$ cat src/common/raster_cmd_params.svh
`ifndef RASTER_CMD_PARAMS_SVH
`define RASTER_CMD_PARAMS_SVH

// Number of model slots in the model buffer
`define MODEL_COUNT 4

// Triangle capacity of each model slot
`define TRIS_PER_MODEL 4

// Instance capacity of the scene buffer
`define SCENE_DEPTH 4

// Index widths address a slot, count widths must also hold the full value
`define MODEL_IDX_W ($clog2(`MODEL_COUNT))
`define TRI_IDX_W ($clog2(`TRIS_PER_MODEL))
`define TRI_CNT_W ($clog2(`TRIS_PER_MODEL + 1))
`define SCENE_IDX_W ($clog2(`SCENE_DEPTH))
`define SCENE_CNT_W ($clog2(`SCENE_DEPTH + 1))

`endif

$ cat src/common/raster_cmd_pkg.sv
`default_nettype none

package raster_cmd_pkg;

    // Command opcodes as they appear on the host byte stream
    typedef enum logic [7:0] {
        OP_RESET           = 8'h55,
        OP_BEGIN_MODEL     = 8'hA0,
        OP_UPLOAD_TRIANGLE = 8'hA1,
        OP_ADD_INSTANCE    = 8'hB0
    } cmd_opcode_t;

    // Decoder states, one per command that carries payload
    typedef enum logic [2:0] {
        ST_IDLE        = 3'd0,
        ST_RESET       = 3'd1,
        ST_BEGIN_MODEL = 3'd2,
        ST_TRIANGLE    = 3'd3,
        ST_INSTANCE    = 3'd4
    } cmd_state_t;

    // First field sits in the most significant bits, so the first
    // received byte of a payload lands in x of the first vertex
    typedef struct packed {
        logic signed [15:0] x;
        logic signed [15:0] y;
        logic signed [15:0] z;
    } vertex_t;

    typedef struct packed {
        vertex_t v0;
        vertex_t v1;
        vertex_t v2;
    } triangle_t;

    typedef struct packed {
        logic [7:0] model_id;
        vertex_t    position;
    } model_instance_t;

    // Only bit 0 of last is meaningful
    typedef struct packed {
        model_instance_t inst;
        logic [7:0]      last;
    } cmd_instance_t;

    typedef struct packed {
        logic [7:0] model_id;
        triangle_t  triangle;
    } model_write_t;

endpackage

`default_nettype wire

$ cat src/model_buffer/model_buffer.sv
`default_nettype none

`include "raster_cmd_params.svh"

module model_buffer (
    input  wire logic                         clk,
    input  wire logic                         rstn,
    input  wire logic                         clear,
    input  wire logic                         wr_valid,
    output logic                              wr_ready,
    input  wire raster_cmd_pkg::model_write_t wr_data,
    input  wire logic [`MODEL_IDX_W-1:0]      rd_model,
    input  wire logic [`TRI_IDX_W-1:0]        rd_index,
    output raster_cmd_pkg::triangle_t         rd_data,
    output logic [`TRI_CNT_W-1:0]             rd_count
);
    import raster_cmd_pkg::*;

    localparam int IDX_W = `MODEL_IDX_W;
    localparam int CNT_W = `TRI_CNT_W;

    triangle_t              mem    [`MODEL_COUNT][`TRIS_PER_MODEL];
    logic [CNT_W-1:0]       counts [`MODEL_COUNT];
    logic                   clearing;
    logic [IDX_W-1:0]       clear_idx;
    logic [IDX_W-1:0]       wr_model;
    logic                   wr_fire;
    logic                   wr_store;

    assign wr_ready = !clearing;
    assign wr_fire  = wr_valid && wr_ready;
    assign wr_model = wr_data.model_id[IDX_W-1:0];

    // A full model still consumes the write, the triangle is just lost
    assign wr_store = wr_fire && (counts[wr_model] != CNT_W'(`TRIS_PER_MODEL));

    always_ff @(posedge clk) begin
        if (wr_store) begin
            mem[wr_model][counts[wr_model][`TRI_IDX_W-1:0]] <= wr_data.triangle;
        end
    end

    // Sweep zeroes one model count per cycle
    always_ff @(posedge clk or negedge rstn) begin
        if (!rstn) begin
            clearing  <= 1'b0;
            clear_idx <= '0;
            for (int m = 0; m < `MODEL_COUNT; m++) begin
                counts[m] <= '0;
            end
        end else if (clear) begin
            clearing  <= 1'b1;
            clear_idx <= '0;
        end else if (clearing) begin
            counts[clear_idx] <= '0;
            clear_idx         <= clear_idx + 1'b1;
            if (clear_idx == IDX_W'(`MODEL_COUNT - 1)) begin
                clearing <= 1'b0;
            end
        end else if (wr_store) begin
            counts[wr_model] <= counts[wr_model] + 1'b1;
        end
    end

    assign rd_data  = mem[rd_model][rd_index];
    assign rd_count = counts[rd_model];

    a_model_in_range : assert property (@(posedge clk) disable iff (!rstn)
        wr_fire |-> (wr_data.model_id < `MODEL_COUNT))
        else $error("triangle written to model %0d", wr_data.model_id);

endmodule

`default_nettype wire

$ cat src/scene_buffer/scene_buffer.sv
`default_nettype none

`include "raster_cmd_params.svh"

module scene_buffer (
    input  wire logic                          clk,
    input  wire logic                          rstn,
    input  wire logic                          clear,
    input  wire logic                          wr_valid,
    output logic                               wr_ready,
    input  wire raster_cmd_pkg::cmd_instance_t wr_data,
    input  wire logic [`SCENE_IDX_W-1:0]       rd_index,
    output raster_cmd_pkg::model_instance_t    rd_data,
    output logic [`SCENE_CNT_W-1:0]            count,
    output logic                               frame_done
);
    import raster_cmd_pkg::*;

    localparam int CNT_W = `SCENE_CNT_W;

    model_instance_t mem [`SCENE_DEPTH];
    logic            full;
    logic            wr_store;

    assign full = (count == CNT_W'(`SCENE_DEPTH));

    // On a clear the buffer also swallows an instance stuck at its input
    assign wr_ready = !full || clear;
    assign wr_store = wr_valid && wr_ready && !clear;

    always_ff @(posedge clk) begin
        if (wr_store) begin
            mem[count[`SCENE_IDX_W-1:0]] <= wr_data.inst;
        end
    end

    always_ff @(posedge clk or negedge rstn) begin
        if (!rstn) begin
            count      <= '0;
            frame_done <= 1'b0;
        end else if (clear) begin
            count      <= '0;
            frame_done <= 1'b0;
        end else if (wr_store) begin
            count <= count + 1'b1;
            if (wr_data.last[0]) begin
                frame_done <= 1'b1;
            end
        end
    end

    assign rd_data = mem[rd_index];

    // Once full, only a clear brings the count down
    a_full_holds : assert property (@(posedge clk) disable iff (!rstn)
        full && !clear |=> count == CNT_W'(`SCENE_DEPTH))
        else $error("scene count moved while full");

endmodule

`default_nettype wire

$ cat src/command_frontend.sv
`default_nettype none

`include "raster_cmd_params.svh"

module command_frontend (
    input  wire logic                       clk,
    input  wire logic                       rstn,
    input  wire logic                       cmd_in_valid,
    output logic                            cmd_in_ready,
    input  wire logic [7:0]                 cmd_in_data,
    input  wire logic [`MODEL_IDX_W-1:0]    tri_rd_model,
    input  wire logic [`TRI_IDX_W-1:0]      tri_rd_index,
    output raster_cmd_pkg::triangle_t       tri_rd_data,
    output logic [`TRI_CNT_W-1:0]           tri_count,
    input  wire logic [`SCENE_IDX_W-1:0]    inst_rd_index,
    output raster_cmd_pkg::model_instance_t inst_rd_data,
    output logic [`SCENE_CNT_W-1:0]         inst_count,
    output logic                            frame_done
);
    import raster_cmd_pkg::*;

    logic          model_valid;
    logic          model_ready;
    model_write_t  model_data;
    logic          scene_valid;
    logic          scene_ready;
    cmd_instance_t scene_data;
    logic          cmd_reset;

    command_input u_command_input (
        .clk          (clk),
        .rstn         (rstn),
        .cmd_in_valid (cmd_in_valid),
        .cmd_in_ready (cmd_in_ready),
        .cmd_in_data  (cmd_in_data),
        .model_valid  (model_valid),
        .model_ready  (model_ready),
        .model_data   (model_data),
        .scene_valid  (scene_valid),
        .scene_ready  (scene_ready),
        .scene_data   (scene_data),
        .cmd_reset    (cmd_reset)
    );

    // Triangle storage, indexed by model and slot
    model_buffer u_model_buffer (
        .clk      (clk),
        .rstn     (rstn),
        .clear    (cmd_reset),
        .wr_valid (model_valid),
        .wr_ready (model_ready),
        .wr_data  (model_data),
        .rd_model (tri_rd_model),
        .rd_index (tri_rd_index),
        .rd_data  (tri_rd_data),
        .rd_count (tri_count)
    );

    // Instance list for the current frame
    scene_buffer u_scene_buffer (
        .clk        (clk),
        .rstn       (rstn),
        .clear      (cmd_reset),
        .wr_valid   (scene_valid),
        .wr_ready   (scene_ready),
        .wr_data    (scene_data),
        .rd_index   (inst_rd_index),
        .rd_data    (inst_rd_data),
        .count      (inst_count),
        .frame_done (frame_done)
    );

endmodule

`default_nettype wire

$ cat src/command_input.sv
`default_nettype none

module command_input (
    input  wire logic                         clk,
    input  wire logic                         rstn,
    input  wire logic                         cmd_in_valid,
    output logic                              cmd_in_ready,
    input  wire logic [7:0]                   cmd_in_data,
    output logic                              model_valid,
    input  wire logic                         model_ready,
    output raster_cmd_pkg::model_write_t      model_data,
    output logic                              scene_valid,
    input  wire logic                         scene_ready,
    output raster_cmd_pkg::cmd_instance_t     scene_data,
    output logic                              cmd_reset
);
    import raster_cmd_pkg::*;

    localparam int TRI_BYTES  = $bits(triangle_t) / 8;
    localparam int INST_BYTES = $bits(cmd_instance_t) / 8;
    localparam int LEFT_W     = $clog2(TRI_BYTES + 1);

    // Payload bytes that follow each opcode
    function automatic logic [LEFT_W-1:0] payload_len(cmd_opcode_t op);
        case (op)
            OP_RESET:           return LEFT_W'(1);
            OP_BEGIN_MODEL:     return LEFT_W'(1);
            OP_UPLOAD_TRIANGLE: return LEFT_W'(TRI_BYTES);
            OP_ADD_INSTANCE:    return LEFT_W'(INST_BYTES);
            default:            return '0;
        endcase
    endfunction

    // Unknown opcodes keep the decoder in idle
    function automatic cmd_state_t op_state(cmd_opcode_t op);
        case (op)
            OP_RESET:           return ST_RESET;
            OP_BEGIN_MODEL:     return ST_BEGIN_MODEL;
            OP_UPLOAD_TRIANGLE: return ST_TRIANGLE;
            OP_ADD_INSTANCE:    return ST_INSTANCE;
            default:            return ST_IDLE;
        endcase
    endfunction

    cmd_state_t        state;
    cmd_state_t        state_d;
    logic [LEFT_W-1:0] bytes_left;
    logic [LEFT_W-1:0] bytes_left_d;
    logic              reset_d;
    logic [7:0]        model_idx;
    cmd_opcode_t       opcode;
    logic              in_fire;

    logic              tri_in_valid;
    logic              tri_in_ready;
    triangle_t         tri_word;
    logic              inst_in_valid;
    logic              inst_in_ready;
    logic              sync;

    assign opcode  = cmd_opcode_t'(cmd_in_data);
    assign in_fire = cmd_in_valid && cmd_in_ready;

    // Both deserializers start from an empty word for every command
    assign sync = (state == ST_IDLE);

    assign tri_in_valid  = in_fire && (state == ST_TRIANGLE);
    assign inst_in_valid = in_fire && (state == ST_INSTANCE);

    always_comb begin
        case (state)
            ST_TRIANGLE: cmd_in_ready = tri_in_ready;
            ST_INSTANCE: cmd_in_ready = inst_in_ready;
            default:     cmd_in_ready = 1'b1;
        endcase
    end

    always_comb begin
        state_d      = state;
        bytes_left_d = bytes_left;
        reset_d      = 1'b0;
        if (in_fire) begin
            case (state)
                ST_IDLE: begin
                    state_d      = op_state(opcode);
                    bytes_left_d = payload_len(opcode);
                end
                ST_RESET: begin
                    if (opcode == OP_RESET) begin
                        reset_d      = 1'b1;
                        state_d      = ST_IDLE;
                        bytes_left_d = '0;
                    end else begin
                        // Not a reset after all, this byte opens the next command
                        state_d      = op_state(opcode);
                        bytes_left_d = payload_len(opcode);
                    end
                end
                default: begin
                    bytes_left_d = bytes_left - 1'b1;
                    if (bytes_left == LEFT_W'(1)) begin
                        state_d = ST_IDLE;
                    end
                end
            endcase
        end
    end

    always_ff @(posedge clk or negedge rstn) begin
        if (!rstn) begin
            state      <= ST_IDLE;
            bytes_left <= '0;
            cmd_reset  <= 1'b0;
            model_idx  <= '0;
        end else begin
            state      <= state_d;
            bytes_left <= bytes_left_d;
            cmd_reset  <= reset_d;
            if (in_fire && state == ST_BEGIN_MODEL) begin
                model_idx <= cmd_in_data;
            end
        end
    end

    assign model_data = '{model_id: model_idx, triangle: tri_word};

    serial_to_parallel #(
        .IN_WIDTH  (8),
        .OUT_WIDTH ($bits(triangle_t))
    ) u_tri_deser (
        .clk                (clk),
        .rstn               (rstn),
        .sync               (sync),
        .serial_in_valid    (tri_in_valid),
        .serial_in_ready    (tri_in_ready),
        .serial_in_data     (cmd_in_data),
        .parallel_out_valid (model_valid),
        .parallel_out_ready (model_ready),
        .parallel_out_data  (tri_word)
    );

    serial_to_parallel #(
        .IN_WIDTH  (8),
        .OUT_WIDTH ($bits(cmd_instance_t))
    ) u_inst_deser (
        .clk                (clk),
        .rstn               (rstn),
        .sync               (sync),
        .serial_in_valid    (inst_in_valid),
        .serial_in_ready    (inst_in_ready),
        .serial_in_data     (cmd_in_data),
        .parallel_out_valid (scene_valid),
        .parallel_out_ready (scene_ready),
        .parallel_out_data  (scene_data)
    );

    a_reset_pulse : assert property (@(posedge clk) disable iff (!rstn)
        cmd_reset |=> !cmd_reset)
        else $error("cmd_reset held for more than one cycle");

    a_state_legal : assert property (@(posedge clk) disable iff (!rstn)
        state inside {ST_IDLE, ST_RESET, ST_BEGIN_MODEL, ST_TRIANGLE, ST_INSTANCE})
        else $error("decoder state %0d out of range", state);

endmodule

`default_nettype wire

$ cat src/serial_to_parallel.sv
`default_nettype none

module serial_to_parallel #(
    parameter int IN_WIDTH  = 8,
    parameter int OUT_WIDTH = 32
) (
    input  wire logic                 clk,
    input  wire logic                 rstn,
    input  wire logic                 sync,
    input  wire logic                 serial_in_valid,
    output logic                      serial_in_ready,
    input  wire logic [IN_WIDTH-1:0]  serial_in_data,
    output logic                      parallel_out_valid,
    input  wire logic                 parallel_out_ready,
    output logic [OUT_WIDTH-1:0]      parallel_out_data
);
    localparam int WORDS = OUT_WIDTH / IN_WIDTH;
    localparam int CNT_W = $clog2(WORDS + 1);

    logic [OUT_WIDTH-1:0] shift_reg;
    logic [CNT_W-1:0]     fill;
    logic                 full;
    logic                 in_fire;
    logic                 out_fire;

    assign full     = (fill == CNT_W'(WORDS));
    assign out_fire = full && parallel_out_ready;
    assign in_fire  = serial_in_valid && serial_in_ready;

    // A held word blocks input unless it leaves on this same edge
    assign serial_in_ready    = !full || parallel_out_ready;
    assign parallel_out_valid = full;
    assign parallel_out_data  = shift_reg;

    // New data enters at the bottom, so the oldest input ends up on top
    always_ff @(posedge clk) begin
        if (in_fire) begin
            shift_reg <= (shift_reg << IN_WIDTH) | OUT_WIDTH'(serial_in_data);
        end
    end

    always_ff @(posedge clk or negedge rstn) begin
        if (!rstn) begin
            fill <= '0;
        end else if (out_fire && in_fire) begin
            fill <= CNT_W'(1);
        end else if (out_fire) begin
            fill <= '0;
        end else if (in_fire) begin
            fill <= fill + 1'b1;
        end else if (sync && !full) begin
            // Drop a partial word, a complete one still waits for its consumer
            fill <= '0;
        end
    end

    a_whole_words : assert property (@(posedge clk) disable iff (!rstn)
        (OUT_WIDTH % IN_WIDTH) == 0)
        else $error("OUT_WIDTH %0d is not a multiple of IN_WIDTH %0d", OUT_WIDTH, IN_WIDTH);

endmodule

`default_nettype wire

$ cat config.mk
export PLATFORM = sky130hd
export DESIGN_NAME = command_frontend
export DESIGN_NICKNAME = d
export VERILOG_FILES = /design/src/common/raster_cmd_pkg.sv /design/src/model_buffer/model_buffer.sv /design/src/scene_buffer/scene_buffer.sv /design/src/command_frontend.sv /design/src/command_input.sv /design/src/serial_to_parallel.sv
export VERILOG_INCLUDE_DIRS = /design/src /design/src/common
export SDC_FILE = /design/constraint.sdc
export NUM_CORES = 2
export LEC_CHECK = 0
export BUFFER_PORTS_ARGS = -buffer_cell sky130_fd_sc_hd__buf_2
export CAP_MARGIN = 40
export CORE_MARGIN = 1
export CORE_UTILIZATION = 55
export DETAILED_ROUTE_END_ITERATION = 16
export GPL_TIMING_DRIVEN = 0
export PLACE_DENSITY_LB_ADDON = 0.05
export SLEW_MARGIN = 20
export SYNTH_ARGS = -nofsm -noshare
export SYNTH_HDL_FRONTEND = slang
export SYNTH_SLANG_ARGS = --single-unit
$ cat constraint.sdc
create_clock -name clk -period 11.9 [get_ports clk]
set_clock_uncertainty 0.15 [all_clocks]
set_input_delay 1.19 -clock clk [delete_from_list [all_inputs] [get_ports clk]]
set_output_delay 1.19 -clock clk [all_outputs]
set_load 0.005 [all_outputs]
==> qor.yml <==
crit_slowest_cell: "clkbuf_1"
synth-seq-cells: 2775
grt_overflow_total: 0
required_ps: 10560
root_buffer: "clkbuf_16"
synthFlopType: "edfxtp_1"
setup-tns-final_ps: 0
drt_iter0_markers: 5191
synth_area_leaders: "edfxtp_1 (79%), mux4_2 (16%), dfrtp_1 (0.94%)"
hp-class: "reg2reg"
vias: 48122
min_to: "u_command_input.u_inst_deser.parallel_out_data[14]$_DFFE_PP_"
grt_pass1_vias: 48317
cp.arrival_ps: 4730
area_growth_pct: 17.9
clkTransAtPathRegs_ps: 60
die_h_um: 436
layout.cells.non_filler: 7648
syn_nets: 4206
dp_hpwl_um: 167000
r2r_cells: 11
outcome: "finished clean"
ys_types: 52
slew_violations: 0
ant_nets: 0
period_share: 0.510
hold_depth: 0
grt_pass1_wl_um: 359000
yosys_warnings: 0
p_leak_nw: 38.9
yosys.area.top_type: "edfxtp_1"
drv_cap: 0
tightest_slew_ps: 908
htreeDepth: 5
gp_congestion: 0.740
rows: 158
dieArea_mm2: 0.190
clk_latency_ps: 930
ir_worst_vdd_mv: 0.143
path_delay_family: "buffers and inverters"
core-area_mm2: 0.186
max_stage_delay_ps: 580
path_class: "in2out"
drt-total-wl_um: 252000
worstPathCellList: "buf_2, clkbuf_1, buf_6, buf_2, clkbuf_1, buf_8, clkbuf_1, a211oi_1, a21oi_1, buf_2"
p_clk_frac: 0.431
cts_tree: "yes"
p_comb_frac: 0.039
grt_max_degree: 40
rsz0062_at_grt: "false"
drc_errors: 0
critPathMaxFanout: 10
intPower_mw: 16.0
period_needed_ps: 6070
power.density_mw_per_mm2: 164
crit_path_start_kind: "primary input"
setup-violations-final: 0
numClockSinks: 2775
dp.cells: 7142
cts_resized: 0
synthesis.area_mm2: 0.103
hold_violations: 0
start_util: 0.556
endpoint_kind: "output pin"
p_switching_mw: 3.99
synthArstFlopShare: 0.0141
synth_cells: 4171
synth_edf_count: 2736
first_pass_iters: 7
synth_top_area_frac: 0.794
die_x_um: 436
drt-vias-per-instance: 6.29
post_cts_buffers: 0
switching_share: 0.200
r2r-start: "u_command_input.model_idx[0]$_DFFE_PN0P_"
cts_buffers: 292
wl_per_cell_um: 33.0
worst-path-buf-inv: 8
share_seq_of_total_power: 0.530
worstReg2RegEnd: "u_model_buffer.mem[1][479]$_DFFE_PP_"
hold_path_startpoint: "u_command_input.u_inst_deser.parallel_out_data[6]$_DFFE_PP_"
slew_headroom: 0.395
avgSynthCellArea_um2: 24.8
portBuffers: 218
fmax_mhz: 165
antenna_found_initial: 8
cts_buffer_depth: 4
rrSetupSlack_ps: 7950
grt_usage: 0.269
nets: 5004
io_pins: 225
drive_above_1_share: 0.331
synth-seq-area-share: 0.804
==> layer usage <==
layer | global-route usage | up-vias | share of wire
li1 | - | 19588 | -
met4 | 0.0710 | 0 | 0.024
met3 | 0.0512 | 351 | 0.076
met5 | 0 | - | 0
met1 | 0.391 | 26221 | 0.41
met2 | 0.426 | 1962 | 0.49
==> power groups by stage <==
| stage | clock, mW | combinational, mW | sequential, mW |
|---|---|---|---|
| final | 8.62 | 0.780 | 10.6 |
| after global routing | 9.11 | 0.828 | 10.6 |
| after CTS | 8.75 | 0.794 | 10.6 |
| after detailed placement | 0 | 0.791 | 10.8 |
| after global placement | 0 | 0.745 | 10.8 |
| after floorplan | 0 | 0.452 | 10.8 |
==> area by class of cell <==
cell class	count	area, µm²
clock inverters	131	1160
plain buffers	203	872
diodes	2	5.00
multi-input cells	1176	19500
well taps	2480	3100
flip-flops and latches	2775	83100
clock buffers	360	7730
inverters	17	66.3
repair buffers	504	6360
fillers	11930	64100
==> cells in the final DEF, fill, tap and decap left out, types with 70 or more instances in the layout <==
cell       synthesis  routed
buf_16             0      77
buf_6              1      73
a21oi_1           73      72
a211oi_1          70      70
clkbuf_16          0     299
mux4_2           715     715
buf_12             0      94
edfxtp_1        2736    2736
nor2b_1           70      70
mux2i_1           77      77
clkbuf_1          99     150
buf_2             67     292
==> cell families after synthesis <==
logic type / share of synthesized area
DFF: 0.804
muxes: 0.163
buffers and inverters: 0.00887
and+or+nand+nor: 0.0102
AOI/OAI and AO/OA: 0.0110
adders and majority gates: 0.00218
xor gates and xnor gates: 0.000508
==> Yosys cell counts (all sizes together), types with 5 or more instances <==
cell    number
inv         17
clkbuf      99
a21oi       73
nor2        30
a211oi      71
nor3b        5
buf        104
mux2i       77
o21ai        7
dfrtp       39
nand2       29
nor2b       70
edfxtp    2736
nand3        7
mux4       715
ha          18
nor3         7
o22ai        6
==> flip-flops by register name (all words and copies together) (netlist names) <==
register                                        count
u_command_input.state                               3
u_model_buffer.mem                               2304
u_command_input.model_idx                           2
u_scene_buffer.frame_done                           1
u_command_input.cmd_reset                           1
u_command_input.u_inst_deser.parallel_out_data     64
u_scene_buffer.mem                                224
u_command_input.u_tri_deser.parallel_out_data     144
u_scene_buffer.count                                3
u_model_buffer.counts                              12
u_command_input.u_inst_deser.fill                   4
u_model_buffer.clear_idx                            2
u_command_input.u_tri_deser.fill                    5
u_model_buffer.clearing                             1
u_command_input.bytes_left                          5
==> worst reg2reg max path, cell delays in order (launching register included) <==
cell      delay [ps]
dfrtp_1          340
buf_6            130
mux4_2           590
inv_1            120
ha_1             220
nand3b_1         340
nor2_4           660
buf_12           270
buf_16           200
buf_16           180
buf_12           200
buf_12           240
==> repair_timing <==
item,in CTS,in global routing
endpoints found under the hold margin,12,0
hold buffers,1,0
setup endpoints to repair,0,0
==> worst max-delay path by stage <==
stage / from / end / slack [ps] / cells past startpoint
6_report: tri_rd_model[1] / tri_rd_data[135] / 5830 / 10
5_1_grt: tri_rd_model[1] / tri_rd_data[135] / 5730 / 10
4_1_cts: tri_rd_model[1] / tri_rd_data[135] / 5650 / 10
3_5_place_dp: tri_rd_model[1] / tri_rd_data[135] / 5690 / 10
3_3_place_gp: cmd_in_valid / u_command_input.u_tri_deser.fill[3]$_DFFE_PN0P_ / -6830 / 4
2_1_floorplan: cmd_in_valid / u_command_input.u_tri_deser.fill[0]$_DFFE_PN0P_ / 2710 / 3
==> through the flow <==
| step | power (mW) | hold slack, ps | utilization | area (µm²) | setup WS [ps] |
|---|---|---|---|---|---|
| 6_report | 20.0 | 269 | 0.656 | 122000 | 5830 |
| 4_1_cts | 20.1 | 268 | 0.655 | 122000 | 5650 |
| 5_1_grt | 20.5 | 273 | 0.656 | 122000 | 5730 |
| 3_3_place_gp | 11.5 | 253 | 0.578 | 108000 | -6830 |
| 2_1_floorplan | 11.2 | 250 | - | 103000 | 2710 |
| 3_5_place_dp | 11.6 | 255 | 0.607 | 113000 | 5690 |
No activity file was read; power rests on OpenSTA's default activity.
